--- config.mk ---
export PLATFORM = sky130hd
export DESIGN_NAME = matrix_order_flat
export DESIGN_NICKNAME = d
export VERILOG_FILES = /design/src/rtl/matmul_pkg.sv /design/src/rtl/matrix_if.sv /design/src/rtl/matrix_order.sv /design/src/flat_wrapper.sv
export SDC_FILE = /design/constraint.sdc
export NUM_CORES = 1
export LEC_CHECK = 0
export BUFFER_PORTS_ARGS = -buffer_cell sky130_fd_sc_hd__buf_2
export CAP_MARGIN = 20
export CORE_MARGIN = 1.5
export CORE_UTILIZATION = 43
export CTS_BUF_LIST = sky130_fd_sc_hd__clkbuf_16
export DETAILED_ROUTE_END_ITERATION = 12
export GPL_ROUTABILITY_DRIVEN = 0
export PLACE_DENSITY = 0.65
export REMOVE_ABC_BUFFERS = 1
export SYNTH_ARGS = -nofsm -noshare
export SYNTH_HDL_FRONTEND = slang
export SYNTH_SLANG_ARGS = --single-unit
--- constraint.sdc ---
create_clock -name clk -period 2.3 [get_ports clk]
set_input_delay 0.46 -clock clk [delete_from_list [all_inputs] [get_ports clk]]
set_output_delay 0.46 -clock clk [all_outputs]
set_load 0.03 [all_outputs]
--- src/rtl/matmul_pkg.sv ---
package matmul_pkg;

    // element and grid geometry
    localparam int data_width  = 9;
    localparam int dim_max     = 5;
    localparam int elem_count  = dim_max * dim_max;

    // 3 bits hold a count of 1..5
    localparam int dim_width   = 3;

    // counts 0..24 across the grid
    localparam int index_width = 5;

    // one matrix element, products and sums wrap at this width
    typedef logic [data_width-1:0] elem_t;

    // row or column count
    typedef logic [dim_width-1:0] dim_t;

    // 25 slots, slot k is row k/5 and column k mod 5 when used as a grid.
    // the same type carries the compact row-major lists at the top level
    typedef elem_t [elem_count-1:0] grid_t;

endpackage

--- src/rtl/matrix_if.sv ---
`timescale 1ns/1ps

interface matrix_if import matmul_pkg::*; ();

    dim_t  rows;
    dim_t  cols;
    grid_t grid;

    // grid content is complete
    logic  loaded;

    modport producer (
        output rows,
        output cols,
        output grid,
        output loaded
    );

    modport consumer (
        input  rows,
        input  cols,
        input  grid,
        input  loaded
    );

endinterface

--- src/rtl/matrix_order.sv ---
`timescale 1ns/1ps

module matrix_order import matmul_pkg::*; (
    input  logic       clk,
    input  logic       reset_n,
    input  dim_t       rows,
    input  dim_t       cols,
    input  grid_t      data_in,
    input  logic       en,
    matrix_if.producer grid_out
);

    grid_t padded;

    // compact row-major list into the fixed 5x5 layout
    always_comb begin
        padded = '0;
        for (int r = 0; r < dim_max; r++) begin
            for (int c = 0; c < dim_max; c++) begin
                if (r < rows && c < cols) begin
                    padded[r * dim_max + c] = data_in[r * cols + c];
                end
            end
        end
    end

    always_ff @(posedge clk or negedge reset_n) begin
        if (!reset_n) begin
            grid_out.loaded <= 1'b0;
        end else if (!en) begin
            grid_out.loaded <= 1'b0;
        end else begin
            grid_out.loaded <= 1'b1;
        end
    end

    // capture once per enable, then hold
    always_ff @(posedge clk) begin
        if (!en) begin
            grid_out.grid <= '0;
        end else if (!grid_out.loaded) begin
            grid_out.grid <= padded;
            grid_out.rows <= rows;
            grid_out.cols <= cols;
        end
    end

endmodule

--- src/flat_wrapper.sv ---
// flat-port wrapper written by rule: the top's interface ports become plain ports
module matrix_order_flat import matmul_pkg::*;
  (clk, reset_n, rows, cols, data_in, en, grid_out_rows, grid_out_cols, grid_out_grid, grid_out_loaded);
  matrix_if grid_out_i ();
  input  logic clk;
  input  logic reset_n;
  input  dim_t rows;
  input  dim_t cols;
  input  grid_t data_in;
  input  logic en;
  output wire logic [$bits(grid_out_i.rows)-1:0] grid_out_rows;
  output wire logic [$bits(grid_out_i.cols)-1:0] grid_out_cols;
  output wire logic [$bits(grid_out_i.grid)-1:0] grid_out_grid;
  output wire logic [$bits(grid_out_i.loaded)-1:0] grid_out_loaded;
  assign grid_out_rows = grid_out_i.rows;
  assign grid_out_cols = grid_out_i.cols;
  assign grid_out_grid = grid_out_i.grid;
  assign grid_out_loaded = grid_out_i.loaded;
  matrix_order u_core (.clk(clk), .reset_n(reset_n), .rows(rows), .cols(cols), .data_in(data_in), .en(en), .grid_out(grid_out_i));
endmodule
==> run summary <==
antenna violations before repair: 4
CTS max path bufs: 3
Slew @ Worst Pin: 788 ps
worst r2r dst: u_core.grid_out.grid[191]
vias: 28,600
Die X: 244 um
first-pass GRT wire length: 184,000 um
reg-to-reg slack, setup: 110 ps
RSZ-0062 raised after global routing: true
Inserted Clock Buffers: 31
worst hold path class: in -> reg
RR Startpoint: u_core.grid_out.loaded
wirelength, routed: 129,000 um
# fillers: 4,938
period utilization: 109%
R2R depth: 8
clk slew on worst S/H paths: 60 ps
CP arrival: 3000 ps
total track usage: 41.3%
fin nets: 3,449
HPWL Detailed: 90,900 um
Layout Utilization: 57.0%
PwrDens: 581 nW/um^2
CP top delay family: adder cells
maximum clock frequency: 0.401 GHz
max_cap viols: 0
Setup CP Type: in -> reg
post-place instance area: 30,500 sq um
Detailed Routing Iterations Pass 1: 8
setup TNS: -3040 ps
crit path max-delay cell type: fa_2
worst setup margin: -197 ps
vias in the first global route: 26,900
violations in the final reports: setup timing
Max Fanout on Critical Path: 9
Worst slew margin: 47.5%
Critical Path End: u_core.grid_out.grid[168]
crit path time final: 2500 ps
antenna viol nets, final: 0
Layout area overhead: 31.2%
Lkg Pwr: 13.7 nW
Max IR drop VDD: 659 uV
clk root buf: clkbuf_16
final setup vio count: 31
Seq/Total Area, Yosys: 18.8%
clock skew: 18.9 ps
Initial Util: 43.5%
max-slew violation count: 0
CP peak stage delay: 590 ps
asr flop ratio synth: 0.431%
CTS tree: yes
Netlist cell types: 74
launch point of the critical path: cols[1]
average vias per placed instance: 7.15
WP buf/inv: 4
wire per inst: 32.3 um
chip height: 244 um
row cnt: 88
Worst-Skew Late Latency: 630 ps
PortBufs: 465
DR iter-0 viols: 4,913
status: finished, violations left
Final Hold Fails: 0
most common flop cell mapped by yosys: dfxtp_1
Core ar.: 57,600 sq um
crit end category: flop
share of cells above drive strength 1: 47.0%
largest net degree at the start of global routing: 107
number of clock sinks: 232
io pins: 466
WP data required: 2810 ps
Tot Pwr: 19.1 mW
Yosys reg bits: 232
number of synthesized flops with an enable pin: 6
Avg Cell Area, Syn: 9.84 sq um
Final Instance Area: 32,900 sq um
Cells after Synth: 2,546
Die ar.: 59,700 sq um
Placed Cells: 3,886
number of cells on the critical path: 12
# DRC: 0
Yosys Warn Count: 0
fin cells: 3,996
area of the mapped netlist: 25,000 sq um
H-tree Lvls: 1
gr ovfl total: 0
cells along the critical path: buf_8, ha_4, fa_2, buf_4, ha_4, nand2b_4, xnor2_2, buf_4, and3_1, buf_12, a221o_1, a32o_1
critical path startpoint category: primary input
==> state kept, by name (all words and copies together), names as in the netlist <==
signal	count
u_core.grid_out.grid	225
u_core.grid_out.rows	3
u_core.grid_out.loaded	1
u_core.grid_out.cols	3
==> kinds of logic after synthesis <==
logic type                 Yosys count  synth area share [%]
and+or+nand+nor                    714                  12.5
AOI/OAI and AO/OA                  643                  17.1
muxes                              591                  42.8
buffers and inverters              335                  7.18
DFF                                232                  18.8
xor gates and xnor gates            19                 0.904
adders and majority gates           12                 0.659
==> layout by cell type (no fill, tap or decap), types with 14 or more instances in the layout <==
master and n:
mux2i_1 156, mux4_2 377, clkbuf_16 36, buf_4 393, mux2_2 40, and2_1 14
nand4_1 17, nor2_1 243, buf_6 23, nand3_1 39, buf_12 46, a211oi_1 43
nor2b_1 21, o211ai_1 38, a21oi_1 164, nor3_1 23, a32o_1 24, a22oi_1 79
dfxtp_1 225, a31oi_1 29, and3_1 17, nand2_1 273, o21ai_0 103, o21ai_1 14
buf_2 462, nand2b_1 21, a22o_1 35
==> cells in the mapped netlist (all sizes together) (4+ instances only) <==
library cell	n	area (sq um)
a211oi	46	345
a21boi	5	37.5
a21o	8	60.1
a21oi	173	877
a221o	5	50.1
a221oi	18	158
a22o	35	307
a22oi	79	593
a311o	12	120
a311oi	7	61.3
a31oi	29	181
a32o	24	240
a32oi	11	96.3
and2	16	100
and3	18	113
and4	6	52.6
buf	184	1230
clkbuf	144	542
dfxtp	225	4500
edfxtp	6	180
ha	10	125
inv	7	26.3
mux2	49	552
mux2i	163	1630
mux4	379	8550
nand2	276	1040
nand2b	22	138
nand3	39	195
nand4	17	106
nor2	249	937
nor2b	23	144
nor3	30	170
nor3b	5	37.5
nor4	5	56.3
o211ai	38	285
o21ai	120	601
o22ai	7	43.8
o31ai	6	45.0
or2	4	25.0
xnor2	16	185
==> per-stage QoR <==
step / setup WS, ps / hold slack (ps)
after floorplan: -12850 / 164
after global placement: -1060 / 268
after detailed placement: -1080 / 263
after CTS: -163 / 134
after global routing: -246 / 171
final: -197 / 172
==> repair_timing <==
item                       CTS  global route
resized for setup           58            99
cloned                       5             6
buffers inserted            19            19
setup endpoints to repair   55            94
hold buffers                 1             0
hold endpoints to repair     1             0
pin swaps                   10            15
==> power breakdown <==
group          total, mW  leakage, nW  internal [mW]  switching (mW)
logic               9.48         11.2           4.32            5.16
clock network       5.23        0.524           3.01            2.22
registers           4.38         1.90           4.23           0.146
==> routing by layer <==
layer	share of wire, %	global-route usage (%)
met5	0.019	0
met4	8.0	24.5
met1	33	52.0
met2	41	59.8
met3	17	15.9
==> worst reg2reg max path, stage by stage, from the launching register on <==
cell      delay, ps
dfrtp_4         510
nand2b_1        200
nor2_1          130
o21ai_0         250
buf_4           230
a21oi_2         310
buf_4           300
a22oi_1          90
nor2_1          110
==> area by class of cell <==
class                           count  area (sq um)  share of cell area [%]
Clock inverter                     27           279                   0.849
Antenna cell                        3          7.51                  0.0229
Timing Repair Buffer              952          7050                    21.5
Sequential cell                   232          4710                    14.3
Multi-Input combinational cell   1979         19000                    58.0
Clock buffer                       31           776                    2.36
Tap cell                          765           957                    2.91
Inverter                            7          31.3                  0.0952
==> worst min path at each step <==
| stage | from | endpoint | slack [ps] | cells past startpoint |
|---|---|---|---|---|
| global placement | reset_n | u_core.grid_out.loaded | 270 | 1 |
| finish | rows[1] | u_core.grid_out.rows[1] | 170 | 1 |
| global route | rows[1] | u_core.grid_out.rows[1] | 170 | 1 |
| CTS | rows[1] | u_core.grid_out.rows[1] | 130 | 1 |
| detailed placement | reset_n | u_core.grid_out.loaded | 260 | 1 |
| floorplan | reset_n | u_core.grid_out.loaded | 160 | 0 |
No activity file was read; power rests on OpenSTA's default activity.
