### config.mk
export PLATFORM = sky130hd
export DESIGN_NAME = dot_product_engine_flat
export DESIGN_NICKNAME = d
export VERILOG_FILES = /design/src/rtl/matmul_pkg.sv /design/src/rtl/matrix_if.sv /design/src/rtl/dot_product_engine.sv /design/src/flat_wrapper.sv
export SDC_FILE = /design/constraint.sdc
export NUM_CORES = 1
export LEC_CHECK = 0
export BUFFER_PORTS_ARGS = -buffer_cell sky130_fd_sc_hd__buf_2
export CORE_AREA = 2 2 275 277
export DETAILED_ROUTE_END_ITERATION = 10
export DIE_AREA = 0 0 277 279
export SETUP_SLACK_MARGIN = 0.2
export SLEW_MARGIN = 10
export SYNTH_ARGS = -nofsm -noshare
export SYNTH_HDL_FRONTEND = slang
export SYNTH_SLANG_ARGS = --single-unit
### constraint.sdc
create_clock -name clk -period 23.1 [get_ports clk]
set_input_delay 4.62 -clock clk [delete_from_list [all_inputs] [get_ports clk]]
set_output_delay 4.62 -clock clk [all_outputs]
set_load 0.02 [all_outputs]
### src/rtl/matmul_pkg.sv
package matmul_pkg;

    // element and grid geometry
    localparam int data_width  = 9;
    localparam int dim_max     = 5;
    localparam int elem_count  = dim_max * dim_max;

    // 3 bits hold a count of 1..5
    localparam int dim_width   = 3;

    // counts 0..24 across the grid
    localparam int index_width = 5;

    // one matrix element, products and sums wrap at this width
    typedef logic [data_width-1:0] elem_t;

    // row or column count
    typedef logic [dim_width-1:0] dim_t;

    // 25 slots, slot k is row k/5 and column k mod 5 when used as a grid.
    // the same type carries the compact row-major lists at the top level
    typedef elem_t [elem_count-1:0] grid_t;

endpackage

### src/rtl/matrix_if.sv
`timescale 1ns/1ps

interface matrix_if import matmul_pkg::*; ();

    dim_t  rows;
    dim_t  cols;
    grid_t grid;

    // grid content is complete
    logic  loaded;

    modport producer (
        output rows,
        output cols,
        output grid,
        output loaded
    );

    modport consumer (
        input  rows,
        input  cols,
        input  grid,
        input  loaded
    );

endinterface

### src/rtl/dot_product_engine.sv
`timescale 1ns/1ps

module dot_product_engine import matmul_pkg::*; (
    input  logic       clk,
    input  logic       reset_n,
    input  logic       en,
    matrix_if.consumer op_a,
    matrix_if.consumer op_b,
    matrix_if.producer result,
    output logic       restore_start,
    input  logic       restore_done,
    output dim_t       r_out,
    output dim_t       c_out,
    output logic       valid,
    output logic       busy
);

    typedef enum logic [2:0] {
        st_idle,
        st_calc,
        st_start,
        st_wait,
        st_done,
        st_error
    } state_t;

    state_t                 state;
    logic [index_width-1:0] counter;
    dim_t                   row;
    dim_t                   col;
    elem_t                  prod [dim_max];
    elem_t                  sum;

    assign row = dim_t'(counter / dim_max);
    assign col = dim_t'(counter % dim_max);

    assign result.rows = r_out;
    assign result.cols = c_out;

    // row of A times column of B, everything wraps at 9 bits
    always_comb begin
        sum = '0;
        for (int i = 0; i < dim_max; i++) begin
            prod[i] = op_a.grid[row * dim_max + i] * op_b.grid[i * dim_max + col];
            sum     = sum + prod[i];
        end
    end

    always_ff @(posedge clk or negedge reset_n) begin
        if (!reset_n) begin
            state          <= st_idle;
            counter        <= '0;
            busy           <= 1'b0;
            valid          <= 1'b1;
            r_out          <= '0;
            c_out          <= '0;
            restore_start  <= 1'b0;
            result.loaded  <= 1'b0;
        end else if (!en) begin
            state          <= st_idle;
            counter        <= '0;
            busy           <= 1'b0;
            valid          <= 1'b1;
            r_out          <= '0;
            c_out          <= '0;
            restore_start  <= 1'b0;
            result.loaded  <= 1'b0;
        end else begin
            restore_start <= 1'b0;
            case (state)
                st_idle: begin
                    busy <= 1'b1;
                    // both operands registered, check the inner dimension
                    if (op_a.loaded && op_b.loaded) begin
                        if (op_a.cols == op_b.rows) begin
                            r_out   <= op_a.rows;
                            c_out   <= op_b.cols;
                            counter <= '0;
                            state   <= st_calc;
                        end else begin
                            valid <= 1'b0;
                            state <= st_error;
                        end
                    end
                end
                st_calc: begin
                    if (counter == index_width'(elem_count - 1)) begin
                        result.loaded <= 1'b1;
                        state         <= st_start;
                    end else begin
                        counter <= counter + 1'b1;
                    end
                end
                st_start: begin
                    restore_start <= 1'b1;
                    state         <= st_wait;
                end
                st_wait: begin
                    if (restore_done) begin
                        busy  <= 1'b0;
                        state <= st_done;
                    end
                end
                // done and error both hold until en drops
                default: begin
                end
            endcase
        end
    end

    // one result slot per cycle
    always_ff @(posedge clk) begin
        if (state == st_calc) begin
            result.grid[counter] <= sum;
        end
    end

endmodule

### src/flat_wrapper.sv
// flat-port wrapper written by rule: the top's interface ports become plain ports
module dot_product_engine_flat import matmul_pkg::*;
  (clk, reset_n, en, restore_start, restore_done, r_out, c_out, valid, busy, op_a_rows, op_a_cols, op_a_grid, op_a_loaded, op_b_rows, op_b_cols, op_b_grid, op_b_loaded, result_rows, result_cols, result_grid, result_loaded);
  matrix_if op_a_i ();
  matrix_if op_b_i ();
  matrix_if result_i ();
  input  logic clk;
  input  logic reset_n;
  input  logic en;
  output logic restore_start;
  input  logic restore_done;
  output dim_t r_out;
  output dim_t c_out;
  output logic valid;
  output logic busy;
  input wire logic [$bits(op_a_i.rows)-1:0] op_a_rows;
  input wire logic [$bits(op_a_i.cols)-1:0] op_a_cols;
  input wire logic [$bits(op_a_i.grid)-1:0] op_a_grid;
  input wire logic [$bits(op_a_i.loaded)-1:0] op_a_loaded;
  input wire logic [$bits(op_b_i.rows)-1:0] op_b_rows;
  input wire logic [$bits(op_b_i.cols)-1:0] op_b_cols;
  input wire logic [$bits(op_b_i.grid)-1:0] op_b_grid;
  input wire logic [$bits(op_b_i.loaded)-1:0] op_b_loaded;
  output wire logic [$bits(result_i.rows)-1:0] result_rows;
  output wire logic [$bits(result_i.cols)-1:0] result_cols;
  output wire logic [$bits(result_i.grid)-1:0] result_grid;
  output wire logic [$bits(result_i.loaded)-1:0] result_loaded;
  assign op_a_i.rows = op_a_rows;
  assign op_a_i.cols = op_a_cols;
  assign op_a_i.grid = op_a_grid;
  assign op_a_i.loaded = op_a_loaded;
  assign op_b_i.rows = op_b_rows;
  assign op_b_i.cols = op_b_cols;
  assign op_b_i.grid = op_b_grid;
  assign op_b_i.loaded = op_b_loaded;
  assign result_rows = result_i.rows;
  assign result_cols = result_i.cols;
  assign result_grid = result_i.grid;
  assign result_loaded = result_i.loaded;
  dot_product_engine u_core (.clk(clk), .reset_n(reset_n), .en(en), .op_a(op_a_i), .op_b(op_b_i), .result(result_i), .restore_start(restore_start), .restore_done(restore_done), .r_out(r_out), .c_out(c_out), .valid(valid), .busy(busy));
endmodule
==> impl_metrics.toml <==
[worst_hold_path]
hold_path_class = "register to register"

[floorplanning]
initial_core_util = 0.3625
core_mm2 = 0.07407
die_height_um = 279
die_x_um = 277
fp.dieArea_mm2 = 0.07728
num_rows = 100
ios = 709

[timing]
fin_tns_setup_ns = 0
holdWs_ns = 0.4996
finClkSkew_ns = 0.01647
rsz0062_at_grt = "false"
post-route-min-period_ns = 20.63
clock.fmax_mhz = 48.46
final-setup-viol-count = 0
max_slew_margin = 0.1435
hold_viol_final = 0
worst_pin_slew_ns = 1.271
fin_crit_sh = 0.8933
finalMaxSlewViolations = 0

[route]
final_antenna_net_count = 0
wl_per_cell_um = 27.96
wl_met2_mm = 58.41
num_vias = 25460
wl_met3_mm = 10.77
routed.top_layer = "met5"
routed_wl_mm = 122.4
dr.pass1.iters = 6
route.layer.met1.wl_mm = 47.54
drt-vias-per-instance = 5.814
drt_iter0_drc = 2529
drc = 0

[worst_setup_path]
cp.arrival_ns = 20.78
path_delay_family = "adder cells"
endpoint_kind = "register"
cp_common_cell = "fa_1"
critPathRequiredTime_ns = 23.25
cp_max_fo = 65
slowest_stage = "xnor3_1"
critical_path_buf_inv_count = 13
crit_type = "register to register"
critPathMaxStageDelay_ns = 1.18
cp-start-kind = "register"

[clock_network]
clock_path_buffers = 3
cts_resized = 0
cts_setup_buffers = 0
htree_levels = 1
holdBufCountCts = 0
cts-buffers-inserted = 21
cts.sinks = 243
clockRootBuffer = "clkbuf_16"
insertion_delay_ns = 0.52
clk_pin_slew_worst_paths_ns = 0.07
cts_tree = "built"

[placed_design]
io_buffers = 708
dpl.hpwl_mm = 99.78
gp_congestion = 0.9851

[yosys]
seq_area_frac_synth = 0.2684
synth_cell_types = 95
ys.flop_type = "edfxtp_1"
avgSynthCellArea_um2 = 9.705
netlist_area_mm2 = 0.02685
synth.area.top_cells = "edfxtp_1 (25%), mux2i_1 (11%), fa_1 (9.3%), mux4_2 (8.8%), nand2_1 (5.4%)"
synth.top_cell.area_share = 0.2516
synth_top_area_cell = "edfxtp_1"
synth.ff_latch_count = 243
ys.warnings.count = 0
synthMostInstantiatedCell = "nand2_1"
syn-instance-count = 2767
synth_edf_count = 225
synth-async-reset-ratio = 0.07407
synth_top_cells_by_count = "nand2_1 (386), mux2i_1 (302), edfxtp_1 (225)"
synth_nets = 3467

[global_routing]
grt_pass1_vias = 24400
grt_pass1_wl_mm = 174.4
overflow = 0
gr-usage-all-layers = 0.3063
antenna_found_initial = 46
grt_max_degree = 74

[finish]
drive_gt1_frac = 0.3060
layout.nets = 4080
syn_to_final_growth_pct = 19.38

[flow_run]
max-cap-violations = 0

[run_status]
status = "complete, no violations"
==> cell families after synthesis <==
kind of cell	after synthesis	share of synthesized area
AO/OA/AOI/OAI	455	0.1177
flip-flops	243	0.2684
adder cells (fa/ha/maj)	232	0.1430
AND/OR/NAND/NOR	915	0.1538
XOR/XNOR	109	0.04077
buffers and inverters	373	0.06174
multiplexers	440	0.2145
==> per-stage QoR <==
| step | utilization | cell area [um2] | instances | setup slack [ns] |
|---|---|---|---|---|
| floorplan | - | 26850 | 2767 | 6.443 |
| global placement | 0.4233 | 31350 | 4326 | 3.249 |
| detailed placement | 0.4233 | 31350 | 4326 | 2.669 |
| CTS | 0.4323 | 32020 | 4364 | 2.557 |
| global route | 0.4324 | 32030 | 4368 | 1.418 |
| finish | 0.4328 | 32060 | 4379 | 2.466 |
==> registers in the layout, summed over array words and instances, names as in the netlist <==
register and flops:
u_core.result.grid 225, u_core.counter 5, u_core.c_out 3, u_core.r_out 3
u_core.state 3, u_core.busy 1, u_core.restore_start 1, u_core.result.loaded 1
u_core.valid 1
==> worst min-delay path, stage by stage, from the launching register on <==
cell and delay [ns]:
dfstp_2 0.36, o21ai_0 0.07, nand2_1 0.06
==> layout by cell type (no fill, tap or decap), drive strengths merged, types with 24 or more instances in the layout <==
| cell | n |
|---|---|
| mux2 | 33 |
| nor2b | 32 |
| edfxtp | 225 |
| a21oi | 94 |
| nand3 | 96 |
| nor2 | 218 |
| xnor2 | 85 |
| and3 | 39 |
| o22ai | 24 |
| buf | 769 |
| mux2i | 302 |
| nand2 | 388 |
| nand2b | 28 |
| or2 | 47 |
| fa | 125 |
| o21ai | 72 |
| ha | 107 |
| a31oi | 54 |
| clkbuf | 25 |
| mux4 | 105 |
| inv | 191 |
==> worst paths after layout <==
check	start	endpoint	slack, ns	depth (start not counted)
max in group asynchronous	reset_n	u_core.valid	18.73	1
min in group asynchronous	reset_n	u_core.r_out[0]	4.03	1
setup reg to reg	u_core.counter[3]	u_core.result.grid[71]	2.47	57
hold / removal	u_core.valid	u_core.valid	0.50	2
hold reg to reg	u_core.valid	u_core.valid	0.50	2
setup / recovery	u_core.counter[3]	u_core.result.grid[71]	2.47	57
==> routing by layer <==
layer  GRT usage  vias up
met3     0.06343      261
met5           0        -
met2      0.5225     1362
met4      0.1113       26
met1      0.3830    12540
li1            -    11270
==> layout make-up <==
cell class / count / area [um2]
clock buffer: 25 / 540.5
fill: 7351 / 42010
timing repair buffer: 769 / 4001
multi-input combinational: 2151 / 18190
sequential: 243 / 7208
inverter: 194 / 738.2
clock inverter: 13 / 128.9
tap: 969 / 1212
antenna: 15 / 37.54
Power is not shown: default switching activity piles up to over one toggle a cycle in this logic, so the estimate is an artifact.
